$ cat src/axi_slice_cfg.svh
// AXI4 register slice configuration: bus widths, memory depth and skid output option
`ifndef AXI_SLICE_CFG_SVH
`define AXI_SLICE_CFG_SVH

// Byte address width on both sides of the slice
`define AXI_ADDR_WIDTH 32

// Data bus width in bits, one full word per beat
`define AXI_DATA_WIDTH 32

// Transaction id width, echoed on B and R
`define AXI_ID_WIDTH 4

// Depth of the on-chip memory in bus words, 256 words give 1 KiB
`define MEM_WORDS 256

// Set to 1 so that valid and payload leave every skid buffer from flops
`define SKID_REGISTER_OUTPUT 1

`endif

$ cat src/axi_slice_pkg.sv
// AXI4 slice types: channel payload structs, burst and response codes, memory engine states
`default_nettype none

`include "axi_slice_cfg.svh"

package axi_slice_pkg;

    // Burst type as carried on AWBURST and ARBURST
    typedef enum logic [1:0] {
        FIXED = 2'b00,
        INCR  = 2'b01,
        WRAP  = 2'b10
    } axi_burst_e;

    // Response code as carried on BRESP and RRESP
    typedef enum logic [1:0] {
        OKAY   = 2'b00,
        EXOKAY = 2'b01,
        SLVERR = 2'b10,
        DECERR = 2'b11
    } axi_resp_e;

    // States of the memory's write and read engines
    typedef enum logic [1:0] {
        MEM_IDLE   = 2'b00,
        MEM_ACTIVE = 2'b01,
        MEM_RESP   = 2'b10
    } mem_state_e;

    // AW and AR payload, the lock, cache, prot and qos fields only pass through
    typedef struct packed {
        logic [`AXI_ID_WIDTH-1:0]   id;
        logic [`AXI_ADDR_WIDTH-1:0] addr;
        logic [7:0]                 len;
        logic [2:0]                 size;
        axi_burst_e                 burst;
        logic [1:0]                 lock;
        logic [3:0]                 cache;
        logic [2:0]                 prot;
        logic [3:0]                 qos;
    } axi_addr_t;

    // W payload, one strobe bit per data byte
    typedef struct packed {
        logic [`AXI_DATA_WIDTH-1:0]   data;
        logic [`AXI_DATA_WIDTH/8-1:0] strb;
        logic                         last;
    } axi_wdata_t;

    typedef struct packed {
        logic [`AXI_ID_WIDTH-1:0] id;
        axi_resp_e                resp;
    } axi_bresp_t;

    typedef struct packed {
        logic [`AXI_ID_WIDTH-1:0]   id;
        logic [`AXI_DATA_WIDTH-1:0] data;
        axi_resp_e                  resp;
        logic                       last;
    } axi_rdata_t;

endpackage

`default_nettype wire

$ cat src/axi_skid_buffer.sv
// AXI4 skid buffer: cuts the valid, ready and payload paths of a single channel
`default_nettype none

module axi_skid_buffer #(
    parameter type payload_t       = logic,
    parameter bit  REGISTER_OUTPUT = 1'b1
) (
    input  logic     clock,
    input  logic     reset,
    input  logic     in_valid,
    output logic     in_ready,
    input  payload_t in_data,
    output logic     out_valid,
    input  logic     out_ready,
    output payload_t out_data
);

    logic     ready_armed;
    logic     skidding;
    payload_t skid_data;
    logic     accept;
    logic     stalled;

    assign accept   = in_valid && in_ready;
    assign stalled  = out_valid && !out_ready;
    assign in_ready = ready_armed && !skidding;

    // Keeps in_ready low through reset and for the first cycle after it
    always_ff @(posedge clock) begin
        if (!reset) begin
            ready_armed <= 1'b0;
        end else begin
            ready_armed <= 1'b1;
        end
    end

    // A beat accepted while the output stalls is parked until the stall clears
    always_ff @(posedge clock) begin
        if (!reset) begin
            skidding <= 1'b0;
        end else if (accept && stalled) begin
            skidding <= 1'b1;
        end else if (out_ready) begin
            skidding <= 1'b0;
        end
    end

    // The skid register follows the input as long as nothing is parked in it
    always_ff @(posedge clock) begin
        if (in_ready) begin
            skid_data <= in_data;
        end
    end

    if (REGISTER_OUTPUT) begin : gen_registered
        logic     valid_q;
        payload_t data_q;

        // Output flops reload whenever they are empty or being drained
        always_ff @(posedge clock) begin
            if (!reset) begin
                valid_q <= 1'b0;
            end else if (!valid_q || out_ready) begin
                valid_q <= skidding || accept;
            end
        end

        // A parked beat is older than anything at the input, so it goes first
        always_ff @(posedge clock) begin
            if (!valid_q || out_ready) begin
                data_q <= skidding ? skid_data : in_data;
            end
        end

        assign out_valid = valid_q;
        assign out_data  = data_q;
    end else begin : gen_bypass
        // Only the ready path is cut here; valid and data flow straight through
        assign out_valid = skidding || accept;
        assign out_data  = skidding ? skid_data : in_data;
    end

endmodule

`default_nettype wire

$ cat src/axi_register_slice.sv
// AXI4 register slice: one skid buffer on each of the five channels
`default_nettype none

`include "axi_slice_cfg.svh"

module axi_register_slice
    import axi_slice_pkg::*;
(
    input  logic       clock,
    input  logic       reset,
    // Master side
    input  logic       s_aw_valid,
    output logic       s_aw_ready,
    input  axi_addr_t  s_aw,
    input  logic       s_w_valid,
    output logic       s_w_ready,
    input  axi_wdata_t s_w,
    output logic       s_b_valid,
    input  logic       s_b_ready,
    output axi_bresp_t s_b,
    input  logic       s_ar_valid,
    output logic       s_ar_ready,
    input  axi_addr_t  s_ar,
    output logic       s_r_valid,
    input  logic       s_r_ready,
    output axi_rdata_t s_r,
    // Slave side
    output logic       m_aw_valid,
    input  logic       m_aw_ready,
    output axi_addr_t  m_aw,
    output logic       m_w_valid,
    input  logic       m_w_ready,
    output axi_wdata_t m_w,
    input  logic       m_b_valid,
    output logic       m_b_ready,
    input  axi_bresp_t m_b,
    output logic       m_ar_valid,
    input  logic       m_ar_ready,
    output axi_addr_t  m_ar,
    input  logic       m_r_valid,
    output logic       m_r_ready,
    input  axi_rdata_t m_r
);

    localparam bit REGISTER_OUTPUT = `SKID_REGISTER_OUTPUT;

    // Forward channels run from the master side towards the slave
    axi_skid_buffer #(.payload_t(axi_addr_t), .REGISTER_OUTPUT(REGISTER_OUTPUT)) aw_buffer (
        .clock(clock), .reset(reset),
        .in_valid(s_aw_valid), .in_ready(s_aw_ready), .in_data(s_aw),
        .out_valid(m_aw_valid), .out_ready(m_aw_ready), .out_data(m_aw)
    );

    axi_skid_buffer #(.payload_t(axi_wdata_t), .REGISTER_OUTPUT(REGISTER_OUTPUT)) w_buffer (
        .clock(clock), .reset(reset),
        .in_valid(s_w_valid), .in_ready(s_w_ready), .in_data(s_w),
        .out_valid(m_w_valid), .out_ready(m_w_ready), .out_data(m_w)
    );

    axi_skid_buffer #(.payload_t(axi_addr_t), .REGISTER_OUTPUT(REGISTER_OUTPUT)) ar_buffer (
        .clock(clock), .reset(reset),
        .in_valid(s_ar_valid), .in_ready(s_ar_ready), .in_data(s_ar),
        .out_valid(m_ar_valid), .out_ready(m_ar_ready), .out_data(m_ar)
    );

    // Responses come back from the slave, so these two buffers face the other way
    axi_skid_buffer #(.payload_t(axi_bresp_t), .REGISTER_OUTPUT(REGISTER_OUTPUT)) b_buffer (
        .clock(clock), .reset(reset),
        .in_valid(m_b_valid), .in_ready(m_b_ready), .in_data(m_b),
        .out_valid(s_b_valid), .out_ready(s_b_ready), .out_data(s_b)
    );

    axi_skid_buffer #(.payload_t(axi_rdata_t), .REGISTER_OUTPUT(REGISTER_OUTPUT)) r_buffer (
        .clock(clock), .reset(reset),
        .in_valid(m_r_valid), .in_ready(m_r_ready), .in_data(m_r),
        .out_valid(s_r_valid), .out_ready(s_r_ready), .out_data(s_r)
    );

endmodule

`default_nettype wire

$ cat config.mk
export PLATFORM = sky130hd
export DESIGN_NAME = axi_register_slice
export DESIGN_NICKNAME = d
export VERILOG_FILES = /design/src/axi_slice_pkg.sv /design/src/axi_skid_buffer.sv /design/src/axi_register_slice.sv
export VERILOG_INCLUDE_DIRS = /design/src /design/src/src
export SDC_FILE = /design/constraint.sdc
export NUM_CORES = 1
export LEC_CHECK = 0
export BUFFER_PORTS_ARGS = -buffer_cell sky130_fd_sc_hd__clkbuf_2
export CAP_MARGIN = 30
export CORE_ASPECT_RATIO = 1.1
export CORE_MARGIN = 2
export CORE_UTILIZATION = 47
export DETAILED_ROUTE_END_ITERATION = 10
export GPL_ROUTABILITY_DRIVEN = 0
export PLACE_DENSITY = 0.77
export SKIP_LAST_GASP = 1
export SYNTH_ARGS = -nofsm -noshare
export SYNTH_HDL_FRONTEND = slang
export SYNTH_HIERARCHICAL = 1
export SYNTH_SLANG_ARGS = --single-unit
$ cat constraint.sdc
create_clock -name clock -period 3.85 [get_ports clock]
set_clock_uncertainty 0.1 [all_clocks]
set_input_delay 0.5775 -clock clock [delete_from_list [all_inputs] [get_ports clock]]
set_output_delay 0.5775 -clock clock [all_outputs]
set_load 0.05 [all_outputs]
==> metrics.md, run 1 <==
| Metric | Value |
|---|---|
| Period utilization | `65.2%` |
| Top post-synthesis cells by count | `412 x edfxtp_1, 137 x mux2_4, 69 x mux2_2` |
| Worst-Skew Late Latency | `0.54 ns` |
| Asr flop ratio synth | `0%` |
| Main combinational cell family by area after synthesis | `multiplexers` |
| Worst Path Buf+Inv | `1` |
| Worst-path clk slew | `0.06 ns` |
| Detailed Routing Iterations Pass 1 | `6` |
| Final setup viols | `0` |
| Most frequent cell after synthesis | `edfxtp_1` |
| H-Tree Level Count | `2` |
| Max-cap viol count | `0` |
| Final Instance Area | `0.0200 sq mm` |
| I/O Buffers | `433` |
| 1st-iter DRT viols | `503` |
| Main synth FF type | `edfxtp_1` |
| Die Wd | `180 um` |
| Multiplexer area fraction after synthesis | `17.7%` |
| Seq/Total Area, Yosys | `79.1%` |
| Area Overhead vs Synth | `25.1%` |
| Residual DRC | `0` |
| Die ar. | `0.0356 sq mm` |
| Worst stage delay on the critical path | `0.48 ns` |
| Core ar. | `0.0334 sq mm` |
| Vias in the first global route | `8578` |
| Layout cells sized above 1 | `61.8%` |
| Final nets | `1371` |
| Hold crit path type | `in -> reg` |
| Clock sink count | `427` |
| Total GRT Usage | `18.1%` |
| Post-cts resize count | `0` |
| Vert. Die Dim | `198 um` |
| Antenna violation net count after detailed routing | `0` |
| Hold_buf cts | `0` |
| Multi-input logic area | `0.00309 sq mm` |
| Largest net degree at the start of global routing | `63` |
| Tmin final | `2.51 ns` |
| Post-synthesis compound-gate area fraction | `0.586%` |
| Pre-CTS setup slack | `1.61 ns` |
| Critical Path, Cell by Cell | `nor2b_4, clkbuf_2` |
| Grt ovf | `0` |
| Initial Util | `48.0%` |
| TritonCTS clock tree | `done` |
| Via count | `8136` |
| CP delay by family, top | `flip-flops` |
| #FFs+latches synth | `427` |
| Critical Path RT | `3.17 ns` |
| Vias per cell | `5.02` |
| Power Density | `543 mW/mm^2` |
| Setup CP Type | `reg -> out` |
| EDFF count, synth | `412` |
| Row cnt | `70` |
| Count of cell types in the netlist | `16` |
| Post-Syn Area per Cell | `23.3 sq um` |
| Simple-gate portion of the synthesized area | `0.766%` |
| First-pass GRT wire length | `49400 um` |
| Syn_nets | `905` |
| Max VDD drop | `0.484 mV` |
| Number of synthesis warnings | `6` |
| Synth Area in Adders | `0%` |
| CP max stage cell | `dfxtp_4` |
| Max transition margin | `34.6%` |
| Syn Inst Count | `687` |
| Post-Place Cell Area | `0.0186 sq mm` |
| Hpwl dp | `23400 um` |
| Yosys top cell by area | `edfxtp_1` |
| Total power | `10.9 mW` |
| Crit path launch type | `flop` |
| Worst slew pin tran | `0.981 ns` |
| Crit path DAT | `1.83 ns` |
| Final Max Tran Viols | `0` |
| Status | `finished, final reports clean` |
| Reg area | `0.0127 sq mm` |
| Fmax | `399 MHz` |
| Crit path capture type | `output pin` |
| WL per Instance | `20.5 um` |
| Clk buf depth | `3` |
| Synth area leaders | `edfxtp_1 77%, mux2_4 13%, mux2_2 4.9%` |
| Yosys top cell area share | `77.3%` |
| Setup_tns | `0 ns` |
| RSZ-0062 raised after global routing | `no` |
| Max FO, Critical Path | `27` |
| Fill count | `2436` |
| Initial antenna violation count | `3` |
| CTS Root Cell | `clkbuf_16` |
| Setup ws final | `1.34 ns` |
| Final hold vios | `0` |
| I/O pins | `434` |
| Final wirelength | `33300 um` |
| XOR/XNOR share of the synthesized area | `0%` |
| Leakage | `8.13 nW` |
| Cell Area, Synth | `0.0160 sq mm` |
| Postcts setup bufs | `0` |
| CTS Buf Count | `43` |
[registers in the layout, summed over array words and instances (netlist names), 6 cells and up]
register	flops
w_buffer/skid_data	37
aw_buffer/out_data	62
r_buffer/out_data	39
w_buffer/out_data	37
aw_buffer/skid_data	62
b_buffer/skid_data	6
ar_buffer/out_data	62
r_buffer/skid_data	39
ar_buffer/skid_data	62
b_buffer/out_data	6
[area by class of cell]
cell class | instances | area share (%)
diodes | 2 | 0.0250
clock buffers | 55 | 5.95
clock inverters | 24 | 1.17
multi-input cells | 236 | 15.4
flip-flops and latches | 427 | 63.3
well taps | 432 | 2.70
repair buffers | 445 | 11.4
[layout by cell type, fill, tap and decap left out, types with 6 or more instances in the layout]
cell and n:
buf_4 10, clkbuf_1 6, clkbuf_16 44, clkbuf_2 433
clkinv_1 8, clkinv_2 8, dfxtp_1 11, edfxtp_1 412
mux2_2 69, mux2_4 137
[report_power, final]
part / switching (mW) / total (mW) / internal (mW)
sequential: 0.0947 / 5.52 / 5.42
combinational: 0.845 / 1.18 / 0.338
clock: 1.71 / 4.18 / 2.47
total: 2.65 / 10.9 / 8.23
[cells by family after synthesis]
logic type / after synthesis
simple gates: 15
compound gates: 15
mux: 206
buf+inv: 24
flops: 427
[worst reg2reg max path, cell delays in order, from the launching register on]
cell     delay, ns
dfxtp_4       0.95
buf_4         0.43
mux2_2        0.37
[per-layer routing]
layer | up-vias | GRT usage [%] | wire length (um)
li1 | 3696 | - | -
met1 | 4046 | 21.1 | 12500
met2 | 321 | 30.9 | 16900
met3 | 71 | 5.64 | 2590
met4 | 2 | 7.74 | 1190
met5 | - | 0 | 13
[final timing paths]
check                              startpoint                              end  slack, ns  depth (start not counted)
max           aw_buffer/skidding$_SDFFE_PN0P_                       s_aw_ready       1.34                          2
min                                m_ar_ready  ar_buffer/skidding$_SDFFE_PN0P_       0.12                          2
max reg2reg   ar_buffer/skidding$_SDFFE_PN0P_  ar_buffer/out_data[1]$_DFFE_PP_       1.76                          2
min reg2reg  r_buffer/skid_data[15]$_DFFE_PP_  r_buffer/out_data[15]$_DFFE_PP_       0.44                          1
[per-stage QoR]
step	hold slack [ns]	cells	utilization [%]
after floorplan	0.419	687	-
after global placement	0.425	1538	55.6
after detailed placement	0.434	1539	55.7
after CTS	0.0824	1618	60.0
after global routing	0.0910	1620	60.0
final	0.116	1621	60.0
Note: power is estimated with default switching activity, not from simulation.
==> run 2: changes to the inputs <==
ABC_AREA = 1   (was not set)
CORE_UTILIZATION = 52   (was 47)
PLACE_DENSITY = 0.81   (was 0.77)
clock period = 2.45 ns   (was 3.85 ns; I/O delays follow)
==> run 2 against run 1 <==
Compared with the run above:
- sequential power increased by 58%
- wire length increased by 29%
- register-to-register slack got worse by 1.2 ns
- sequential cell count unchanged
- sequential share of layout area decreased by 4.2 points
==> metrics.md, run 2 <==
| Metric | Value |
|---|---|
| Most frequent cells in the layout | `620 x nand2_1, 432 x clkbuf_2, 412 x edfxtp_1` |
| Post-Syn Area per Cell | `13.6 sq um (-42%)` |
| Clk buf depth | `3 (unchanged)` |
| Switch share | `26.0% (+1.6 points)` |
| Final hold vios | `0 (unchanged)` |
| Final Max Tran Viols | `0 (unchanged)` |
| Area Overhead vs Synth | `37.3%` |
| Hold crit path type | `in -> reg` |
| Seq/Total Area, Yosys | `81.1% (+2.0 points)` |
| P_sw | `4.35 mW (+64%)` |
| Top sig layer | `met5` |
| 1st-iter DRT viols | `937 (+86%)` |
| Yosys top cell area share | `79.2% (+1.9 points)` |
| Most frequent cell after synthesis | `nand2_1` |
| CTS Root Cell | `clkbuf_16` |
| Final nets | `2025 (+48%)` |
| Met2 Wirelength | `22500 um (+33%)` |
| Final setup viols | `0 (unchanged)` |
| Postcts setup bufs | `0 (unchanged)` |
| First-pass GRT wire length | `63800 um (+29%)` |
| Worst-Skew Late Latency | `0.52 ns (-0.02 ns)` |
| Residual DRC | `0 (unchanged)` |
| Pint | `12.4 mW (+50%)` |
| Critical Path RT | `1.98 ns (-1.19 ns)` |
| EDFF count, synth | `412 (unchanged)` |
| Commonest non-fill, non-tap cell in the layout | `nand2_1` |
| Leakage | `9.57 nW (+18%)` |
| Vias per cell | `5.21 (+3.9%)` |
| Max-cap viol count | `0 (unchanged)` |
| Asr flop ratio synth | `0% (unchanged)` |
| Synth area leaders | `edfxtp_1 79%, nand2_1 15%, dfxtp_1 1.9%` |
| Layout cells sized above 1 | `28.3% (-33 points)` |
| I/O Buffers | `433 (unchanged)` |
| Initial Util | `52.8% (+4.9 points)` |
| Main synth FF type | `edfxtp_1` |
| RSZ-0062 raised after global routing | `no` |
| Period utilization | `94.6%` |
| Total GRT Usage | `26.5% (+8.5 points)` |
| Top post-synthesis cells by count | `623 x nand2_1, 412 x edfxtp_1, 24 x nor2_1` |
| Syn_nets | `1369 (+51%)` |
| Crit path capture type | `output pin` |
| Status | `finished, final reports clean` |
| #FFs+latches synth | `427 (unchanged)` |
| Fmax | `431 MHz` |
| Comb pwr share | `13.2% (+2.3 points)` |
| Row cnt | `66 (-5.7%)` |
| Crit path launch type | `flop` |
| Power Density | `780 mW/mm^2 (+44%)` |
| TritonCTS clock tree | `done` |
| Via count | `11536 (+42%)` |
| WL per Instance | `19.4 um (-5.4%)` |
| Largest net degree at the start of global routing | `65 (+3.2%)` |
| Detailed Routing Iterations Pass 1 | `5 (-1)` |
| Antenna violation net count after detailed routing | `0 (unchanged)` |
| Worst-path clk slew | `0.06 ns (about the same)` |
| Tmin final | `2.32 ns` |
| Worst slew pin tran | `0.812 ns (-0.170 ns)` |
| Syn Inst Count | `1151 (+68%)` |
| Grt ovf | `0 (unchanged)` |
| Initial antenna violation count | `5 (+2)` |
| Setup CP Type | `reg -> out` |
| CTS Buf Count | `41 (-4.7%)` |
| Final std cells w/o fill | `2213 (+37%)` |
| Share of power burned in registers | `52.1% (+1.4 points)` |
| Clock Power Share | `34.7% (-3.7 points)` |
| Met3 WL | `3780 um (+46%)` |
| Die ar. | `0.0314 sq mm (-12%)` |
| Final wirelength | `42900 um (+29%)` |
| Count of cell types in the netlist | `17 (+1)` |
| Max transition margin | `45.8% (+11 points)` |
| Die Wd | `169 um (-6.0%)` |
| I/O pins | `434 (unchanged)` |
| Clock sink count | `427 (unchanged)` |
| Vias in the first global route | `11762 (+37%)` |
| Hpwl dp | `23900 um (+2.0%)` |
| Sum of routed wire segments on met1 | `14900 um (+19%)` |
| Max FO, Critical Path | `8 (-70%)` |
| Cell Area, Synth | `0.0156 sq mm (-2.5%)` |
| Number of placed cells counting well taps | `1932 (+26%)` |
| Max VDD drop | `0.660 mV (+36%)` |
| Number of synthesis warnings | `6 (unchanged)` |
| H-Tree Level Count | `2 (unchanged)` |
| Core ar. | `0.0296 sq mm (-11%)` |
| Vert. Die Dim | `186 um (-6.0%)` |
| Setup_tns | `0 ns (unchanged)` |
| Yosys top cell by area | `edfxtp_1` |
| Crit path DAT | `1.85 ns (+0.02 ns)` |
==> run 2: changes by cell type after synthesis, sizes merged <==
cell,before,now
a21oi,5,0
nand3,0,5
a21boi,5,0
and2b,1,0
nor3b,5,0
buf,24,39
mux2,206,0
nor2,0,25
clkbuf,0,7
nor2b,4,0
nand2,0,623
nand2b,5,0
inv,0,20
==> run 2: path summary, 6_finish.rpt <==
check / slack [ns] / startpoint / depth (start not counted) / end
setup / recovery: 0.13 / b_buffer/skidding$_SDFFE_PN0P_ / 2 / m_b_ready
hold / removal: 0.04 / s_aw_valid / 3 / aw_buffer/out_valid$_SDFFE_PN0P_
hold reg to reg: 0.41 / w_buffer/skid_data[30]$_DFFE_PP_ / 2 / w_buffer/out_data[30]$_DFFE_PP_
setup reg to reg: 0.60 / w_buffer/skidding$_SDFFE_PN0P_ / 6 / w_buffer/skidding$_SDFFE_PN0P_
==> run 2: stage by stage <==
| step | hold WS [ns] | worst slack, ns | util [%] | power (mW) | area (sq um) |
|---|---|---|---|---|---|
| floorplan | 0.295 | 0.0853 | - | 10.1 | 15700 |
| global placement | 0.395 | 0.733 | 61.5 | 10.7 | 18200 |
| detailed placement | 0.402 | 0.704 | 61.5 | 10.7 | 18200 |
| CTS | 0.0169 | 0.137 | 72.5 | 16.6 | 21400 |
| global route | 0.0433 | 0.0154 | 72.6 | 17.2 | 21500 |
| finish | 0.0428 | 0.131 | 72.6 | 16.7 | 21500 |
==> run 2: worst max-delay path, stage by stage (launching register included) <==
cell and delay (ns):
dfxtp_1 0.44, nor2_1 0.51, clkbuf_2 0.38
==> run 2: metal layers <==
layer / track usage (%) / vias to the layer above
met5: 0 / -
met2: 47.4 / 717
met4: 12.2 / 2
met3: 6.68 / 143
li1: - / 5190
met1: 30.0 / 5484
==> run 2: layout make-up <==
cell class / instances / area (sq um)
Fill cell: 1786 / 8110
Multi-Input combinational cell: 658 / 2550
Clock inverter: 15 / 72.6
Antenna cell: 4 / 10.0
Timing Repair Buffer: 659 / 4470
Clock buffer: 56 / 1120
Sequential cell: 427 / 12700
Inverter: 20 / 85.1
Tap cell: 374 / 468
==> run 2: kinds of logic after synthesis <==
| family | Yosys count | share of synthesized area, % |
|---|---|---|
| and+or+nand+nor | 653 | 15.9 |
| buffers and inverters | 66 | 2.83 |
| AOI/OAI and AO/OA | 5 | 0.200 |
| DFF | 427 | 81.1 |
==> run 2: power groups by stage <==
stage | Clock, mW | Combinational, mW | Sequential, mW
4_1_cts | 5.80 | 2.15 | 8.69
6_report | 5.80 | 2.20 | 8.72
2_1_floorplan | 0 | 0.301 | 9.77
3_3_place_gp | 0 | 1.84 | 8.83
3_5_place_dp | 0 | 1.88 | 8.84
5_1_grt | 6.15 | 2.30 | 8.75
==> run 2: timing repair <==
item | CTS | global route
hold buffers | 206 | 0
hold endpoints to repair | 206 | 0
gates resized for setup | 0 | 0
